===== config.mk =====
export PLATFORM = sky130hd
export DESIGN_NAME = usb_rx_top
export DESIGN_NICKNAME = d
export VERILOG_FILES = /design/src/hw/usb_line_pkg.sv /design/src/hw/usb_pid_pkg.sv /design/src/hw/usb_crc_check.sv /design/src/hw/usb_line_monitor.sv /design/src/hw/usb_rx_decoder.sv /design/src/hw/usb_rx_top.sv
export VERILOG_INCLUDE_DIRS = /design/src /design/src/include
export SDC_FILE = /design/constraint.sdc
export NUM_CORES = 1
export LEC_CHECK = 0
export ABC_AREA = 1
export BUFFER_PORTS_ARGS = -buffer_cell sky130_fd_sc_hd__buf_2
export CORE_MARGIN = 2
export CORE_UTILIZATION = 40
export CTS_CLUSTER_SIZE = 20
export DETAILED_ROUTE_END_ITERATION = 12
export GPL_TIMING_DRIVEN = 0
export PLACE_DENSITY = 0.61
export SLEW_MARGIN = 15
export SYNTH_ARGS = -nofsm -noshare
export SYNTH_HDL_FRONTEND = slang
export SYNTH_HIERARCHICAL = 1
export SYNTH_SLANG_ARGS = --single-unit

===== constraint.sdc =====
create_clock -name clk -period 4.17 [get_ports clk]
set_clock_uncertainty 0.05 [all_clocks]
set_input_delay 0.417 -clock clk [delete_from_list [all_inputs] [get_ports clk]]
set_output_delay 0.417 -clock clk [all_outputs]
set_load 0.05 [all_outputs]

===== src/include/usb_consts.svh =====
/*
 * USB receive constants
 * CRC seeds, polynomials and residue, plus default line-state
 * detection times for a 60 MHz UTMI clock
 */
`ifndef USB_CONSTS_SVH
`define USB_CONSTS_SVH

// Token CRC, x^5 + x^2 + 1 in reflected form
`define USB_CRC5_INIT          5'h1F
`define USB_CRC5_POLY          5'h14

// Data CRC, x^16 + x^15 + x^2 + 1 in reflected form
`define USB_CRC16_INIT         16'hFFFF
`define USB_CRC16_POLY         16'hA001
`define USB_CRC16_RESIDUE      16'hB001  // Good packet incl. both CRC bytes

// Detection times in clock cycles
`define USB_RESET_CYCLES_DEF   150       // 2.5 us SE0
`define USB_SUSPEND_CYCLES_DEF 180000    // 3 ms idle J

`endif

===== src/hw/usb_line_pkg.sv =====
/*
 * USB bus line-state types
 * UTMI line state encoding and the duration counter width
 */
package usb_line_pkg;

    // UTMI LineState[1:0]
    typedef enum logic [1:0] {
        ls_se0 = 2'd0,
        ls_j   = 2'd1,
        ls_k   = 2'd2,
        ls_se1 = 2'd3
    } line_state_t;

    // Long enough for 3 ms at 60 MHz
    typedef logic [23:0] dur_cnt_t;

endpackage


===== src/hw/usb_pid_pkg.sv =====
/*
 * USB packet protocol types
 * PID codes, receive FSM states and packet field widths
 */
package usb_pid_pkg;

    // PID codes as carried in the low nibble of the first byte
    typedef enum logic [3:0] {
        pid_rsvd  = 4'b0000,
        pid_out   = 4'b0001,
        pid_ack   = 4'b0010,
        pid_data0 = 4'b0011,
        pid_ping  = 4'b0100,
        pid_sof   = 4'b0101,
        pid_nyet  = 4'b0110,
        pid_data2 = 4'b0111,
        pid_split = 4'b1000,
        pid_in    = 4'b1001,
        pid_nak   = 4'b1010,
        pid_data1 = 4'b1011,
        pid_pre   = 4'b1100,
        pid_setup = 4'b1101,
        pid_stall = 4'b1110,
        pid_mdata = 4'b1111
    } pid_t;

    typedef enum logic [2:0] {
        st_idle,      // Waiting for a packet
        st_pid,       // PID seen, next byte decides the packet type
        st_token,     // Second token byte expected
        st_data,      // Payload and CRC16 bytes
        st_wait_eop   // Rest of packet forwarded unchecked
    } rx_state_t;

    typedef logic [7:0]  rx_byte_t;
    typedef logic [6:0]  dev_addr_t;
    typedef logic [3:0]  endp_t;
    typedef logic [4:0]  crc5_t;
    typedef logic [15:0] crc16_t;

endpackage


===== src/hw/usb_crc_check.sv =====
/*
 * USB receive CRC checker
 * Running CRC5 over token fields and CRC16 over data packets,
 * with a token verdict and a data residue verdict
 */
`timescale 1ns/1ps
`include "usb_consts.svh"

module usb_crc_check import usb_pid_pkg::*; (
    input  logic     clk,
    input  logic     rst_n,
    input  rx_byte_t crc_byte,
    input  logic     crc5_start,   // First token byte
    input  logic     crc5_last,    // Second token byte
    input  logic     crc16_start,  // First data byte
    input  logic     crc16_step,   // Later data bytes
    output logic     token_crc_ok,
    output logic     data_crc_ok
);

    crc5_t  crc5_q;
    crc5_t  crc5_tail;   // CRC5 after the endpoint bits of the last byte
    crc16_t crc16_q;
    crc16_t crc16_d;

    // LSB first, only the low nbits of data are shifted in
    function automatic crc5_t crc5_update(crc5_t crc, rx_byte_t data, int unsigned nbits);
        crc5_t c;
        c = crc;
        for (int i = 0; i < 8; i++) begin
            if (i < nbits) begin
                if (c[0] ^ data[i])
                    c = (c >> 1) ^ `USB_CRC5_POLY;
                else
                    c = c >> 1;
            end
        end
        return c;
    endfunction

    function automatic crc16_t crc16_update(crc16_t crc, rx_byte_t data);
        crc16_t c;
        c = crc;
        for (int i = 0; i < 8; i++) begin
            if (c[0] ^ data[i])
                c = (c >> 1) ^ `USB_CRC16_POLY;
            else
                c = c >> 1;
        end
        return c;
    endfunction

    ////////////////////////////////////////////////////////////
    // Token check
    ////////////////////////////////////////////////////////////
    assign crc5_tail    = crc5_update(crc5_q, crc_byte, 3);
    assign token_crc_ok = crc5_last && (crc_byte[7:3] == ~crc5_tail); // Field is inverted

    ////////////////////////////////////////////////////////////
    // Data check
    ////////////////////////////////////////////////////////////
    assign crc16_d = crc16_update(crc16_start ? `USB_CRC16_INIT : crc16_q, crc_byte);

    always_ff @(posedge clk or negedge rst_n) begin
        if (!rst_n) begin
            crc5_q      <= `USB_CRC5_INIT;
            crc16_q     <= `USB_CRC16_INIT;
            data_crc_ok <= 1'b0;
        end else begin
            if (crc5_start)
                crc5_q <= crc5_update(`USB_CRC5_INIT, crc_byte, 8); // Addr and endp[0]
            if (crc16_start || crc16_step) begin
                crc16_q     <= crc16_d;
                data_crc_ok <= (crc16_d == `USB_CRC16_RESIDUE);
            end
        end
    end

endmodule


===== src/hw/usb_line_monitor.sv =====
/*
 * USB line-state monitor
 * Bus reset from long SE0, suspend from long idle J,
 * and a resume pulse on K while suspended
 */
`timescale 1ns/1ps
`include "usb_consts.svh"

module usb_line_monitor import usb_line_pkg::*; #(
    parameter int reset_cycles   = `USB_RESET_CYCLES_DEF,
    parameter int suspend_cycles = `USB_SUSPEND_CYCLES_DEF
) (
    input  logic        clk,
    input  logic        rst_n,
    input  line_state_t line_state,
    output logic        reset_detect,
    output logic        suspend_detect,
    output logic        resume_detect
);

    localparam dur_cnt_t reset_lim   = dur_cnt_t'(reset_cycles);
    localparam dur_cnt_t suspend_lim = dur_cnt_t'(suspend_cycles);

    dur_cnt_t se0_cnt;  // Consecutive SE0 samples
    dur_cnt_t j_cnt;    // Consecutive J samples

    function automatic dur_cnt_t sat_inc(dur_cnt_t cnt);
        return (&cnt) ? cnt : cnt + 1'b1;
    endfunction

    always_ff @(posedge clk or negedge rst_n) begin
        if (!rst_n) begin
            se0_cnt        <= '0;
            j_cnt          <= '0;
            reset_detect   <= 1'b0;
            suspend_detect <= 1'b0;
            resume_detect  <= 1'b0;
        end else begin
            resume_detect <= 1'b0;

            ////////////////////////////////////////////////////////////
            // Bus reset
            ////////////////////////////////////////////////////////////
            if (line_state == ls_se0) begin
                se0_cnt <= sat_inc(se0_cnt);
                if (se0_cnt >= reset_lim) begin
                    reset_detect   <= 1'b1;
                    suspend_detect <= 1'b0;   // Reset also wakes the device
                end
            end else begin
                se0_cnt      <= '0;
                reset_detect <= 1'b0;
            end

            ////////////////////////////////////////////////////////////
            // Suspend and resume
            ////////////////////////////////////////////////////////////
            if (line_state == ls_j) begin
                j_cnt <= sat_inc(j_cnt);
                if (j_cnt >= suspend_lim)
                    suspend_detect <= 1'b1;
            end else begin
                j_cnt <= '0;
            end

            if (suspend_detect && line_state == ls_k) begin
                resume_detect  <= 1'b1;     // One cycle, suspend gone next
                suspend_detect <= 1'b0;
            end
        end
    end

endmodule


===== src/hw/usb_rx_decoder.sv =====
/*
 * USB receive packet decoder
 * Marks packet boundaries on the UTMI byte stream, extracts PID and
 * token fields, and steers the CRC checker
 */
`timescale 1ns/1ps

module usb_rx_decoder import usb_pid_pkg::*; (
    input  logic      clk,
    input  logic      rst_n,
    input  rx_byte_t  rx_data,
    input  logic      rx_valid,
    input  logic      rx_active,
    input  logic      rx_error,
    input  logic      token_crc_ok,
    input  logic      data_crc_ok,
    output rx_byte_t  packet_data,
    output logic      packet_valid,
    output logic      packet_sop,
    output logic      packet_eop,
    output pid_t      pid,
    output dev_addr_t dev_addr,
    output endp_t     endp,
    output logic      crc_valid,
    output rx_byte_t  crc_byte,
    output logic      crc5_start,
    output logic      crc5_last,
    output logic      crc16_start,
    output logic      crc16_step
);

    rx_state_t state;
    logic      rx_drop;    // Discarding the tail of an errored packet
    logic      take;       // Byte accepted this cycle
    logic      pid_token;
    logic      pid_data;

    function automatic logic is_token(pid_t p);
        return p inside {pid_out, pid_in, pid_setup, pid_ping, pid_sof};
    endfunction

    function automatic logic is_data(pid_t p);
        return p inside {pid_data0, pid_data1, pid_data2, pid_mdata};
    endfunction

    assign take      = rx_active && rx_valid && !rx_error && !rx_drop;
    assign pid_token = is_token(pid);
    assign pid_data  = is_data(pid);

    ////////////////////////////////////////////////////////////
    // CRC checker steering
    ////////////////////////////////////////////////////////////
    assign crc_byte    = rx_data;
    assign crc5_start  = take && (state == st_pid) && pid_token;
    assign crc5_last   = take && (state == st_token);
    assign crc16_start = take && (state == st_pid) && pid_data;
    assign crc16_step  = take && (state == st_data);

    // Payload register
    always_ff @(posedge clk) begin
        if (take)
            packet_data <= rx_data;
    end

    ////////////////////////////////////////////////////////////
    // Receive FSM
    ////////////////////////////////////////////////////////////
    always_ff @(posedge clk or negedge rst_n) begin
        if (!rst_n) begin
            state        <= st_idle;
            rx_drop      <= 1'b0;
            packet_valid <= 1'b0;
            packet_sop   <= 1'b0;
            packet_eop   <= 1'b0;
            pid          <= pid_rsvd;
            dev_addr     <= '0;
            endp         <= '0;
            crc_valid    <= 1'b0;
        end else begin
            packet_valid <= take;
            packet_sop   <= take && (state == st_idle);
            packet_eop   <= 1'b0;
            rx_drop      <= rx_active && (rx_error || rx_drop); // Held until rx_active drops

            if (rx_error) begin
                state     <= st_idle;
                crc_valid <= 1'b0;
            end else begin
                case (state)
                    st_idle: begin
                        if (take) begin
                            pid   <= pid_t'(rx_data[3:0]); // Check nibble ignored
                            state <= st_pid;
                        end
                    end
                    st_pid: begin
                        if (!rx_active) begin
                            state      <= st_idle;     // PID-only packet
                            packet_eop <= 1'b1;
                        end else if (take) begin
                            if (pid_token) begin
                                dev_addr <= rx_data[6:0];
                                endp[0]  <= rx_data[7];
                                state    <= st_token;
                            end else if (pid_data) begin
                                state <= st_data;
                            end else begin
                                state <= st_wait_eop;
                            end
                        end
                    end
                    st_token: begin
                        if (!rx_active) begin
                            state      <= st_idle;     // Short token, verdict kept
                            packet_eop <= 1'b1;
                        end else if (take) begin
                            endp[3:1] <= rx_data[2:0];
                            crc_valid <= token_crc_ok;
                            state     <= st_wait_eop;
                        end
                    end
                    st_data: begin
                        if (!rx_active) begin
                            state      <= st_idle;
                            packet_eop <= 1'b1;
                            crc_valid  <= data_crc_ok;
                        end
                    end
                    st_wait_eop: begin
                        if (!rx_active) begin
                            state      <= st_idle;
                            packet_eop <= 1'b1;
                        end
                    end
                    default: state <= st_idle;
                endcase
            end
        end
    end

endmodule


===== src/hw/usb_rx_top.sv =====
/*
 * USB receive protocol handler
 * Packet decoder, CRC checker and line-state monitor behind a UTMI PHY
 */
`timescale 1ns/1ps
`include "usb_consts.svh"

module usb_rx_top import usb_pid_pkg::*, usb_line_pkg::*; #(
    parameter int reset_cycles   = `USB_RESET_CYCLES_DEF,
    parameter int suspend_cycles = `USB_SUSPEND_CYCLES_DEF
) (
    input  logic        clk,
    input  logic        rst_n,
    // UTMI receive
    input  rx_byte_t    rx_data,
    input  logic        rx_valid,
    input  logic        rx_active,
    input  logic        rx_error,
    input  line_state_t line_state,
    // Decoded packet stream
    output rx_byte_t    packet_data,
    output logic        packet_valid,
    output logic        packet_sop,
    output logic        packet_eop,
    output pid_t        pid,
    output dev_addr_t   dev_addr,
    output endp_t       endp,
    output logic        crc_valid,
    // Bus events
    output logic        reset_detect,
    output logic        suspend_detect,
    output logic        resume_detect
);

    // Decoder to CRC checker
    rx_byte_t crc_byte;
    logic     crc5_start;
    logic     crc5_last;
    logic     crc16_start;
    logic     crc16_step;
    logic     token_crc_ok;
    logic     data_crc_ok;

    usb_rx_decoder u_decoder (
        .clk          (clk),
        .rst_n        (rst_n),
        .rx_data      (rx_data),
        .rx_valid     (rx_valid),
        .rx_active    (rx_active),
        .rx_error     (rx_error),
        .token_crc_ok (token_crc_ok),
        .data_crc_ok  (data_crc_ok),
        .packet_data  (packet_data),
        .packet_valid (packet_valid),
        .packet_sop   (packet_sop),
        .packet_eop   (packet_eop),
        .pid          (pid),
        .dev_addr     (dev_addr),
        .endp         (endp),
        .crc_valid    (crc_valid),
        .crc_byte     (crc_byte),
        .crc5_start   (crc5_start),
        .crc5_last    (crc5_last),
        .crc16_start  (crc16_start),
        .crc16_step   (crc16_step)
    );

    usb_crc_check u_crc (
        .clk          (clk),
        .rst_n        (rst_n),
        .crc_byte     (crc_byte),
        .crc5_start   (crc5_start),
        .crc5_last    (crc5_last),
        .crc16_start  (crc16_start),
        .crc16_step   (crc16_step),
        .token_crc_ok (token_crc_ok),
        .data_crc_ok  (data_crc_ok)
    );

    usb_line_monitor #(
        .reset_cycles   (reset_cycles),
        .suspend_cycles (suspend_cycles)
    ) u_line (
        .clk            (clk),
        .rst_n          (rst_n),
        .line_state     (line_state),
        .reset_detect   (reset_detect),
        .suspend_detect (suspend_detect),
        .resume_detect  (resume_detect)
    );

endmodule


-- Word level (Yosys, flattened, before mapping)
Cells that the tools add are included.
Widths: inputs -> output; s select.
- register bits: 104
- bits in latches: 0
- RAM bits: 0
- memory bits (read-only): 0
- output and inout port bits: 30
- word-level logic and storage cells: 175
- memories: 0
- add/sub/neg operators: 2
- multiply operators: 0
- divide/modulo/power cells: 0
- magnitude comparators: 2
- equality and inequality tests: 27
- shift-type cells: 0
- muxes and demuxes: 57
- bitwise logic cells: 38
- reduce and logical (&&, ||, !) cells: 30
- operators with widths (cell ; number):
    $mux 16 ; 9
    $mux 24 ; 4
    $mux 5 ; 18
    $add 24x1->24 const B ; 2
    $reduce_and 24->1 ; 2
    $mux 3 ; 9
    $ge 24x18->1 const B ; 1
    $ge 24x8->1 const B ; 1
    $not 2->3 ; 8
    $not 1->2 ; 10
    $xor 1x1->1 ; 18
    $eq 16x16->1 const B ; 1
    $eq 4x4->1 const B ; 4
    $mux 1 ; 15
    $eq 4x3->1 const B ; 3
    $logic_and 1x1->1 ; 12
    $pmux 3 s4 ; 1
    $reduce_and 4->1 ; 3
    $ne 3x2->1 const B ; 3
    $ne 4x3->1 const B ; 2
    $eq 3x2->1 const B ; 2
    $ne 2x2->1 const B ; 3
    $ne 3x3->1 const B ; 2
    $eq 5x5->1 ; 1
    20 further kinds ; 22

-- Longest topological paths before layout
Gate-level depths: netlist of run 1.
- depth in word-level cells: 26
- gate-level depth with buffers: 23

-- Cells and area by module
Netlist of run 1, hierarchy kept.
- modules (own cells, without submodules) (module ; instances ; cells an instance ; area each (µm²) ; seq. area each (µm²)):
    usb_line_monitor ; 1 ; 495 ; 3289.4 ; 1276.2
    usb_crc_check ; 1 ; 202 ; 1656.6 ; 576.8
    usb_rx_decoder ; 1 ; 153 ; 1377.6 ; 815.8

-- Worst setup path after synthesis of run 1
OpenSTA, ideal clock, no wires.
- path kind: reg-to-reg
- from: register u_decoder.pid[0]
- to: register u_crc.crc16_q[13]
- library setup time: 0.076 ns
- arrival: 2.373 ns
- required time: 4.044 ns
- path slack: 1.672 ns
- cell stages (with the launch flop): 21
- clock period less this slack: 2.498 ns
- cell sequence: dfrtp_1 nand2_1 nor3_1 buf_6 inv_2 nand2_1 nand2_1 nand2_2 nand2_4 nand2_4 nand2_2 nand3_1 nand3_2 nand2_4 nand2_4 nand2_2 nand2_2 nand3_2 nand2_1 nand2_1 nand2_1
- longest elaborated chain between the ends: 20
- elaborated cells on any way between the ends: 32
- classes of those cells: 4 x eq/ne; 9 x mux; 16 x bitwise; 3 x reduce/logical
- RTL lines (element ; line ; text):
    start, declared ; usb_rx_decoder.sv:21 ; output pid_t pid,
    start signal, assigned ; usb_rx_decoder.sv:75 ; pid <= pid_rsvd;
    start signal, assigned ; usb_rx_decoder.sv:92 ; pid <= pid_t'(rx_data[3:0]);
    $eq 4x2->1, or another cell as far along ; usb_rx_decoder.sv:43 ; return p inside {pid_data0, pid_data1, pid_data2, pid_mdata};
    $reduce_bool 4->1 * ; usb_rx_decoder.sv:43 ;
    $logic_and 1x1->1 * ; usb_rx_decoder.sv:56 ; assign crc16_start = take && (state == st_pid) && pid_data;
    via crc16_start ; usb_rx_top.sv:39 ; logic crc16_start;
    $mux 16 ; usb_crc_check.sv:62 ; assign crc16_d = crc16_update(crc16_start ? `USB_CRC16_INIT : crc16_q, crc_byte);
    $xor 1x1->1 / $not 2->3 (equally long branches) ; n/a ;
    $mux 16 ; usb_crc_check.sv:45 ; if (c[0] ^ data[i])
    $xor 1x1->1 ; usb_crc_check.sv:45 ;
    (+5 left out) ; n/a ;
    $xor 1x1->1 ; usb_crc_check.sv:45 ;
    $mux 16 ; usb_crc_check.sv:45 ;
    $xor 1x1->1 ; usb_crc_check.sv:45 ;
    $mux 16 ; usb_crc_check.sv:45 ;
    $xor 1x1->1 ; usb_crc_check.sv:45 ;
    $mux 16 ; usb_crc_check.sv:45 ;
    $xor 1x1->1 ; usb_crc_check.sv:45 ;
    $mux 16 ; usb_crc_check.sv:45 ;
    end signal, assigned ; usb_crc_check.sv:67 ; crc16_q <= `USB_CRC16_INIT;
    end signal, assigned ; usb_crc_check.sv:73 ; crc16_q <= crc16_d;
    end, declared ; usb_crc_check.sv:23 ; crc16_t crc16_q;
The timed path passes the listed nets; every way through them passes the cells marked *.
A chain may end at the register's enable or synchronous reset.

-- Worst setup path after layout of run 1
- from: register u_decoder.state[2]
- to: register u_crc.crc16_q[13]
- longest elaborated chain between the ends: 20
- elaborated cells on any way between the ends: 31
- classes of those cells: 2 x eq/ne; 9 x mux; 16 x bitwise; 4 x reduce/logical
- RTL lines (element ; line ; text):
    start, declared ; usb_rx_decoder.sv:32 ; rx_state_t state;
    start signal, assigned ; usb_rx_decoder.sv:70 ; state <= st_idle;
    start signal, assigned ; usb_rx_decoder.sv:86 ; state <= st_idle;
    start signal, assigned ; usb_rx_decoder.sv:93 ; state <= st_pid;
    $eq 3x1->1 * ; usb_rx_decoder.sv:56 ;
    $logic_and 1x1->1 * (2 in a row) ; usb_rx_decoder.sv:56 ;
    via crc16_start ; usb_rx_top.sv:39 ;
    $mux 16 ; usb_crc_check.sv:62 ;
    $xor 1x1->1 / $not 2->3 (equally long branches) ; n/a ;
    $mux 16 ; usb_crc_check.sv:45 ;
    $xor 1x1->1 ; usb_crc_check.sv:45 ;
    $mux 16 ; usb_crc_check.sv:45 ;
    (+4 left out) ; n/a ;
    $xor 1x1->1 ; usb_crc_check.sv:45 ;
    $mux 16 ; usb_crc_check.sv:45 ;
    $xor 1x1->1 ; usb_crc_check.sv:45 ;
    $mux 16 ; usb_crc_check.sv:45 ;
    $xor 1x1->1 ; usb_crc_check.sv:45 ;
    $mux 16 ; usb_crc_check.sv:45 ;
    $xor 1x1->1 ; usb_crc_check.sv:45 ;
    $mux 16 ; usb_crc_check.sv:45 ;
Marks and branches as above.

==> results of run 1 <==
## path summary, 6_finish.rpt
kind | from | endpoint | slack [ns] | cells after the start
worst max-delay path | u_decoder/state[2]$_DFFE_PN0P_ | u_crc/crc16_q[13]$_DFFE_PN1P_ | 1.47 | 22
worst min-delay path | line_state[0] | u_line/resume_detect$_DFF_PN0_ | 0.18 | 2
worst max register to register | u_decoder/state[2]$_DFFE_PN0P_ | u_crc/crc16_q[13]$_DFFE_PN1P_ | 1.47 | 22
worst min register to register | u_crc/crc16_q[6]$_DFFE_PN1P_ | u_crc/crc16_q[6]$_DFFE_PN1P_ | 0.43 | 2
max in group asynchronous | rst_n | u_crc/crc16_q[15]$_DFFE_PN1P_ | 2.90 | 3
min in group asynchronous | rst_n | u_line/j_cnt[3]$_DFFE_PN0P_ | 0.52 | 2
## power by group
group	switching (W)	internal (W)
clock network	0.000424	0.000419
logic	0.000926	0.000459
registers	0.000143	0.00126
## state kept, by name (all words and copies together) (netlist names), 3 cells and up
register               cells
u_crc/crc16_q             16
u_crc/crc5_q               5
u_decoder/dev_addr         7
u_decoder/endp             4
u_decoder/packet_data      8
u_decoder/pid              4
u_decoder/state            3
u_line/j_cnt              24
u_line/se0_cnt            24
## cells by family (layout without fill, tap and decap cells)
kind of cell | after synthesis | after routing | synth area share
simple gates | 513 | 513 | 0.370
buf+inv | 127 | 189 | 0.0863
flops | 104 | 104 | 0.422
compound gates | 71 | 71 | 0.0631
xor+xnor | 31 | 31 | 0.0507
fa+ha+maj | 4 | 4 | 0.00791
## Yosys cell counts (all sizes together)
cell type and number:
o21bai 2, and3 1, nor3 28, or2 6, o211ai 1, inv 105
xor2 16, xnor2 15, edfxtp 8, clkbuf 3, o21ai 46, buf 18
nor2 110, nand3b 3, ha 4, nand2 259, a21oi 9, dfstp 21
nor4 2, clkinv 1, o31ai 7, a31oi 6, nor3b 2, nand4 20
nand3 82, dfrtp 75
## stage by stage
step / area (um^2) / util / worst slack (ns) / instances
2_1_floorplan: 6320 / - / 1.67 / 850
4_1_cts: 7140 / 0.466 / 1.47 / 1123
6_report: 7140 / 0.466 / 1.47 / 1123
3_5_place_dp: 6840 / 0.447 / 1.35 / 1106
5_1_grt: 7140 / 0.466 / 1.21 / 1123
3_3_place_gp: 6810 / 0.445 / 1.38 / 1105
## cells in the final DEF (no fill, tap or decap), types with 9 or more instances in the layout
cell type,instances
a21oi_1,9
buf_2,47
buf_4,9
clkbuf_16,9
dfrtp_1,75
dfstp_2,21
inv_1,100
nand2_1,245
nand2_2,10
nand3_1,75
nand4_1,20
nor2_1,96
nor3_1,28
o21ai_0,37
xnor2_1,12
xor2_1,14
## worst max-delay path, stage by stage (launching register included)
cell	delay, ns
dfrtp_1	0.39
inv_1	0.14
nand3_1	0.15
nor3_1	0.27
buf_6	0.24
inv_2	0.05
nand2_1	0.08
nand2_1	0.07
nand2_2	0.10
nand2_4	0.07
nand2_4	0.09
nand2_2	0.06
nand2_2	0.09
nand2_1	0.07
nand3_2	0.11
nand2_4	0.08
nand2_4	0.08
nand2_2	0.08
nand2_2	0.08
nand3_2	0.07
nand2_1	0.09
nand2_1	0.06
nand2_1	0.06
## cell type report
type | count | area [um^2] | share of cell area
Buffer | 21 | 148 | 0.0207
Tap cell | 211 | 264 | 0.0370
Clock inverter | 7 | 60.1 | 0.00842
Sequential cell | 104 | 2670 | 0.374
Multi-Input combinational cell | 619 | 3110 | 0.436
Clock buffer | 9 | 225 | 0.0316
Timing Repair Buffer | 46 | 264 | 0.0370
Inverter | 106 | 398 | 0.0558
## metal layers
metal | up-vias | part of all wire | GRT usage
li1 | 2825 | - | -
met1 | 2546 | 0.48 | 0.261
met2 | 72 | 0.47 | 0.314
met3 | 19 | 0.031 | 0.0336
met4 | 0 | 0.017 | 0.0557
met5 | - | 0 | 0
==> impl_results.md, run 1 <==
* Status: finished clean
* Final ANT Viol Nets at 0
* Layout cells sized above 1 at 0.167
* Setup_tns at 0 ns
* CTS Hold Bufs at 1
* DRT Pass-1 Iters at 5
* Critical Path Sink Type: flip-flop
* Post-cts resize count at 0
* FILL cells at around 1600
* Startpoint class of the critical path: flip-flop
* Worst Path Max Fanout at 10
* # clock sinks at approximately 100
* Die X at between 100 and 150 um
* Maximum vdd drop at approximately 0.31 mV
* CP Data Arrival Time at about 2.9 ns
* H-tree levels at 3
* GP Congestion at roughly 0.90
* Ant. Diodes at 0
* Overall Global Routing Usage at 0.191
* Root buffer cell: clkbuf_16
* Clock latency on the worst-skew pair at 0.36 ns
* Largest cells by area after synthesis: dfrtp_1 (30%), nand2_1 (15%), dfstp_2 (8.7%)
* Total Wirelength at 15200 um
* Slew Viols, Final at 0
* Post-CTS Setup Repair Bufs at 0
* Vias in the first global route at 5255
* Area leader, netlist: dfrtp_1
* Cell Rows at 45
* Tmin final at approximately 2.7 ns
* Req. time, crit path at between 4 and 5 ns
* Die footprint at about 17000 um^2
* Power Total at roughly 0.0036 W
* Post-Syn Instances at 850
* Netlist cell types at 43
* Synth Warn # at 6
* Nets at 926
* Overflow left after global routing at 0
* Max-Cap Viols at 0
* Dpl hpwl at about 12000 um
* Post-Syn Nets at 869
* Reg clk slew, reported paths at roughly 0.070 ns
* IO buf count at between 40 and 50
* Area Overhead vs Synth at 12.9%
* Initial Util at 0.413
* Peak Freq at about 0.37 GHz
* Io pins at 45
* Synth top area share at 0.297
* Sequential area share after synthesis at 0.422
* P per Cell Area at between 500 and 600 nW/um^2
* Tightest Hold Check Type: input pin to flip-flop
* Largest net degree at the start of global routing at 50
* Clock buffer depth at 2
* Core area at 15300 um^2
* First-pass GRT wire length at between 20000 and 30000 um
* DR vias at 5462
* Die span in y at 130 um
* Hold slack at between 0.15 and 0.2 ns
* Tightest Pin Transition at 0.596 ns
* Slew Limit Headroom at 0.599
* DR DRC count at 0
* Number of CTS-inserted buffers at 9
* Synthesized area per cell at 7.44 um^2
* Post-route clock period utilization at 0.647
* Initial DRC count at roughly 310
* Netlist Area Pre-Place at about 6300 um^2
* Initial antenna violation count at 0
* Hold violation count in the final report at 0
* Final setup fails at 0
* CTS tree: built
* Vias per cell at a little under 5
* RSZ-0062 raised after global routing: false
* Wire length per cell at around 14 um
* Leak at between 3 and 4 nW
* Synth Register Bits at roughly 100
* Critical path class: flip-flop to flip-flop
(Power assumes the default switching activity.)
==> run 2, diff against run 1 <==
--- a/config.mk
+++ b/config.mk
@@ -13,7 +13,7 @@
 export CTS_CLUSTER_SIZE = 20
 export DETAILED_ROUTE_END_ITERATION = 12
 export GPL_TIMING_DRIVEN = 0
-export PLACE_DENSITY = 0.61
+export PLACE_DENSITY = 0.63
 export SLEW_MARGIN = 15
 export SYNTH_ARGS = -nofsm -noshare
 export SYNTH_HDL_FRONTEND = slang
==> constraint.sdc (replaced) <==
create_clock -name clk -period 2.2 [get_ports clk]
set_clock_uncertainty 0.05 [all_clocks]
set_input_delay 0.22 -clock clk [delete_from_list [all_inputs] [get_ports clk]]
set_output_delay 0.22 -clock clk [all_outputs]
set_load 0.05 [all_outputs]
==> impl_results.md, run 2 (synthesized netlist as in run 1, its figures left out) <==
* Fin worst setup slack at -0.271 ns (-1.74 ns)
* GP Congestion at 0.901 (-0.43%)
* CP Data Arrival Time at 2.73 ns (-0.21 ns)
* FILL cells at 1532 (-5.3%)
* Die span in y at 130 um (unchanged)
* Status: complete, but fails checks
* RSZ-0062 raised after global routing: true
* Total Wirelength at 15400 um (+1.2%)
* Number of CTS-inserted buffers at 9 (unchanged)
* DRT Pass-1 Iters at 6 (+1)
* Ant. Diodes at 0 (unchanged)
* Largest net degree at the start of global routing at 51 (+2.0%)
* Worst R2R Path Depth at 22 (unchanged)
* Dpl hpwl at 11200 um (-3.6%)
* Cell Rows at 45 (unchanged)
* Initial DRC count at 349 (+14%)
* Most frequent cells in the layout: nand2_1 (237), inv_1 (97), nor2_1 (93), dfrtp_1 (73), nand3_1 (67)
* Io pins at 45 (unchanged)
* Tightest Hold Check Type: input pin to flip-flop
* DR DRC count at 0 (unchanged)
* CTS tree: built
* Req. time, crit path at 2.45 ns (-1.97 ns)
* Slew Limit Headroom at 0.637 (+0.0376)
* Flop2flop setup slack at -0.27 ns (-1.74 ns)
* Initial antenna violation count at 0 (unchanged)
* Leak at 3.69 nW (+6.1%)
* Reg clk slew, reported paths at 0.08 ns (about the same)
* Area Overhead vs Synth at 20.3%
* Min-Delay Endpoint: u_decoder/packet_data[7]$_DFFE_PP_
* Critical path class: flip-flop to flip-flop
* Vias in the first global route at 5276 (+0.40%)
* Failing checks: negative setup slack
* Max-Cap Viols at 0 (unchanged)
* Layout cells sized above 1 at 0.217 (+0.0507)
* Overall Global Routing Usage at 0.190 (-0.00135)
* Final Util at 0.497 (+0.0308)
* Worst reg2reg path endpoint: u_crc/crc16_q[13]$_DFFE_PN1P_
* Final setup fails at 7 (+7)
* Area occupied by multi-input gates at 3340 um^2 (+7.5%)
* Hold_sp: rx_data[7]
* Worst Path Max Fanout at 5 (-5)
* # clock sinks at 104 (unchanged)
* Die X at 130 um (unchanged)
* Slew Viols, Final at 0 (unchanged)
* IO buf count at 44 (unchanged)
* Overflow left after global routing at 0 (unchanged)
* Critical Path Sink Type: flip-flop
* Tmin final at 2.47 ns (-0.226 ns)
* Root buffer cell: clkbuf_16
* P per Cell Area at 1020 nW/um^2 (+100%)
* Nets at 948 (+2.4%)
* CP dominant cell by count: nand2_4
* Peak Freq at 0.405 GHz (+9.1%)
* Max incr delay on CP at 0.42 ns (+0.03 ns)
* Vias per cell at 4.89 (+0.48%)
* R2R Path Start: u_decoder/state[1]$_DFFE_PN0P_
* Clock latency on the worst-skew pair at 0.36 ns (about the same)
* Wire length per cell at 13.5 um (-0.74%)
* Hold Path Depth at 1 (-1)
* Tightest Pin Transition at 0.545 ns (-0.0518 ns)
* Die footprint at 16800 um^2 (unchanged)
* Clock buffer depth at 2 (unchanged)
* Core area at 15300 um^2 (unchanged)
* Post-route clock period utilization at 1.12 (+0.477)
* Most common cell after layout, fill and taps aside: nand2_1
* Hold slack at 0.0273 ns (-0.157 ns)
* Hold violation count in the final report at 0 (unchanged)
* Critical path cell sequence: inv_1 > nand3_4 > nor3_4 > buf_6 > inv_4 > nand2_2 > nand2_1 > nand2_2 > nand2_4 > nand2_4 > nand2_4 > nand2_4 > nand2_4 > nand3_4 > nand2_4 > nand2_4 > nand2_4 > nand2_4 > nand3_2 > nand2_1 > nand2_1 > nand2_1
* Maximum vdd drop at 0.822 mV (+170%)
* H-tree levels at 3 (unchanged)
* Startpoint class of the critical path: flip-flop
* Final ANT Viol Nets at 0 (unchanged)
* DR vias at 5596 (+2.5%)
* Top Registers: u_line/j_cnt (24), u_line/se0_cnt (24), u_crc/crc16_q (16)
* Initial Util at 0.413 (unchanged)
* Sequential standard cell area at 2670 um^2 (about the same)
* Critical path's slowest cell: dfrtp_1
* First-pass GRT wire length at 25400 um (about the same)
-- run 2: cell count changes in the layout (fill, tap and decap cells not counted), moves of 3 or more --
cell,delta
buf_4,+16
clkinv_8,+3
inv_1,-3
nand2_1,-8
nand2_4,+8
nand3_1,-8
nand3_4,+7
nor2_1,-3
nor2_4,+4
-- run 2: per-stage QoR --
step	setup TNS, ns	power, W	worst slack, ns	instance area [um^2]	instances
finish	-1.39	0.00777	-0.271	7610	1145
global route	-2.41	0.00827	-0.409	7610	1145
CTS	-1.21	0.00748	-0.261	7420	1138
detailed placement	-3.19	0.00530	-0.367	6850	1106
global placement	-15.65	0.00527	-0.354	6820	1105
floorplan	-0.100	0.00476	-0.0488	6330	850
-- run 2: power breakdown --
group | total, W | internal, W | switching, W
sequential | 0.00266 | 0.00239 | 0.000269
clock | 0.00169 | 0.000830 | 0.000863
combinational | 0.00342 | 0.00131 | 0.00211
-- run 2: routing by layer --
layer  GRT usage  vias up  routed length (um)
met5           0        -                   0
met2       0.302      108                7270
met1       0.267     2600                7350
met3      0.0303       14                 577
li1            -     2874                   -
met4      0.0633        0                 221
-- run 2: how the worst max path moves through the flow --
stage	startpoint	end	slack (ns)	depth (start not counted)
floorplan	u_decoder/rx_drop$_DFF_PN0_	u_crc/crc16_q[13]$_DFFE_PN1P_	-0.05	21
CTS	u_decoder/rx_drop$_DFF_PN0_	u_crc/crc16_q[13]$_DFFE_PN1P_	-0.26	18
global route	u_decoder/rx_drop$_DFF_PN0_	u_crc/crc16_q[13]$_DFFE_PN1P_	-0.41	19
global placement	rst_n	u_decoder/pid[1]$_DFFE_PN0P_	-0.35	1
detailed placement	rx_error	u_crc/crc16_q[13]$_DFFE_PN1P_	-0.37	23
finish	u_decoder/state[1]$_DFFE_PN0P_	u_crc/crc16_q[13]$_DFFE_PN1P_	-0.27	22
-- run 2: repair_timing --
action                     in CTS  in global routing
hold endpoints to repair       39                  0
hold buffers                    3                  0
gates resized for setup        21                 34
buffers inserted               12                  7
pin swaps                      15                 14
gates cloned                    1                  0
setup endpoints to repair      16                 18
-- run 2: cell type report --
cell class	instances	area share
plain buffers	21	0.0197
clock buffers	9	0.0296
clock inverters	7	0.0123
inverters	106	0.0526
multi-input cells	619	0.439
flip-flops and latches	104	0.351
well taps	211	0.0347
repair buffers	68	0.0607
-- run 2: critical path, delay by kind of cell, from the launching register on --
kind          cells  cell delay [ns]
simple gates     19             1.60
buf+inv           3             0.35
flops             1             0.42
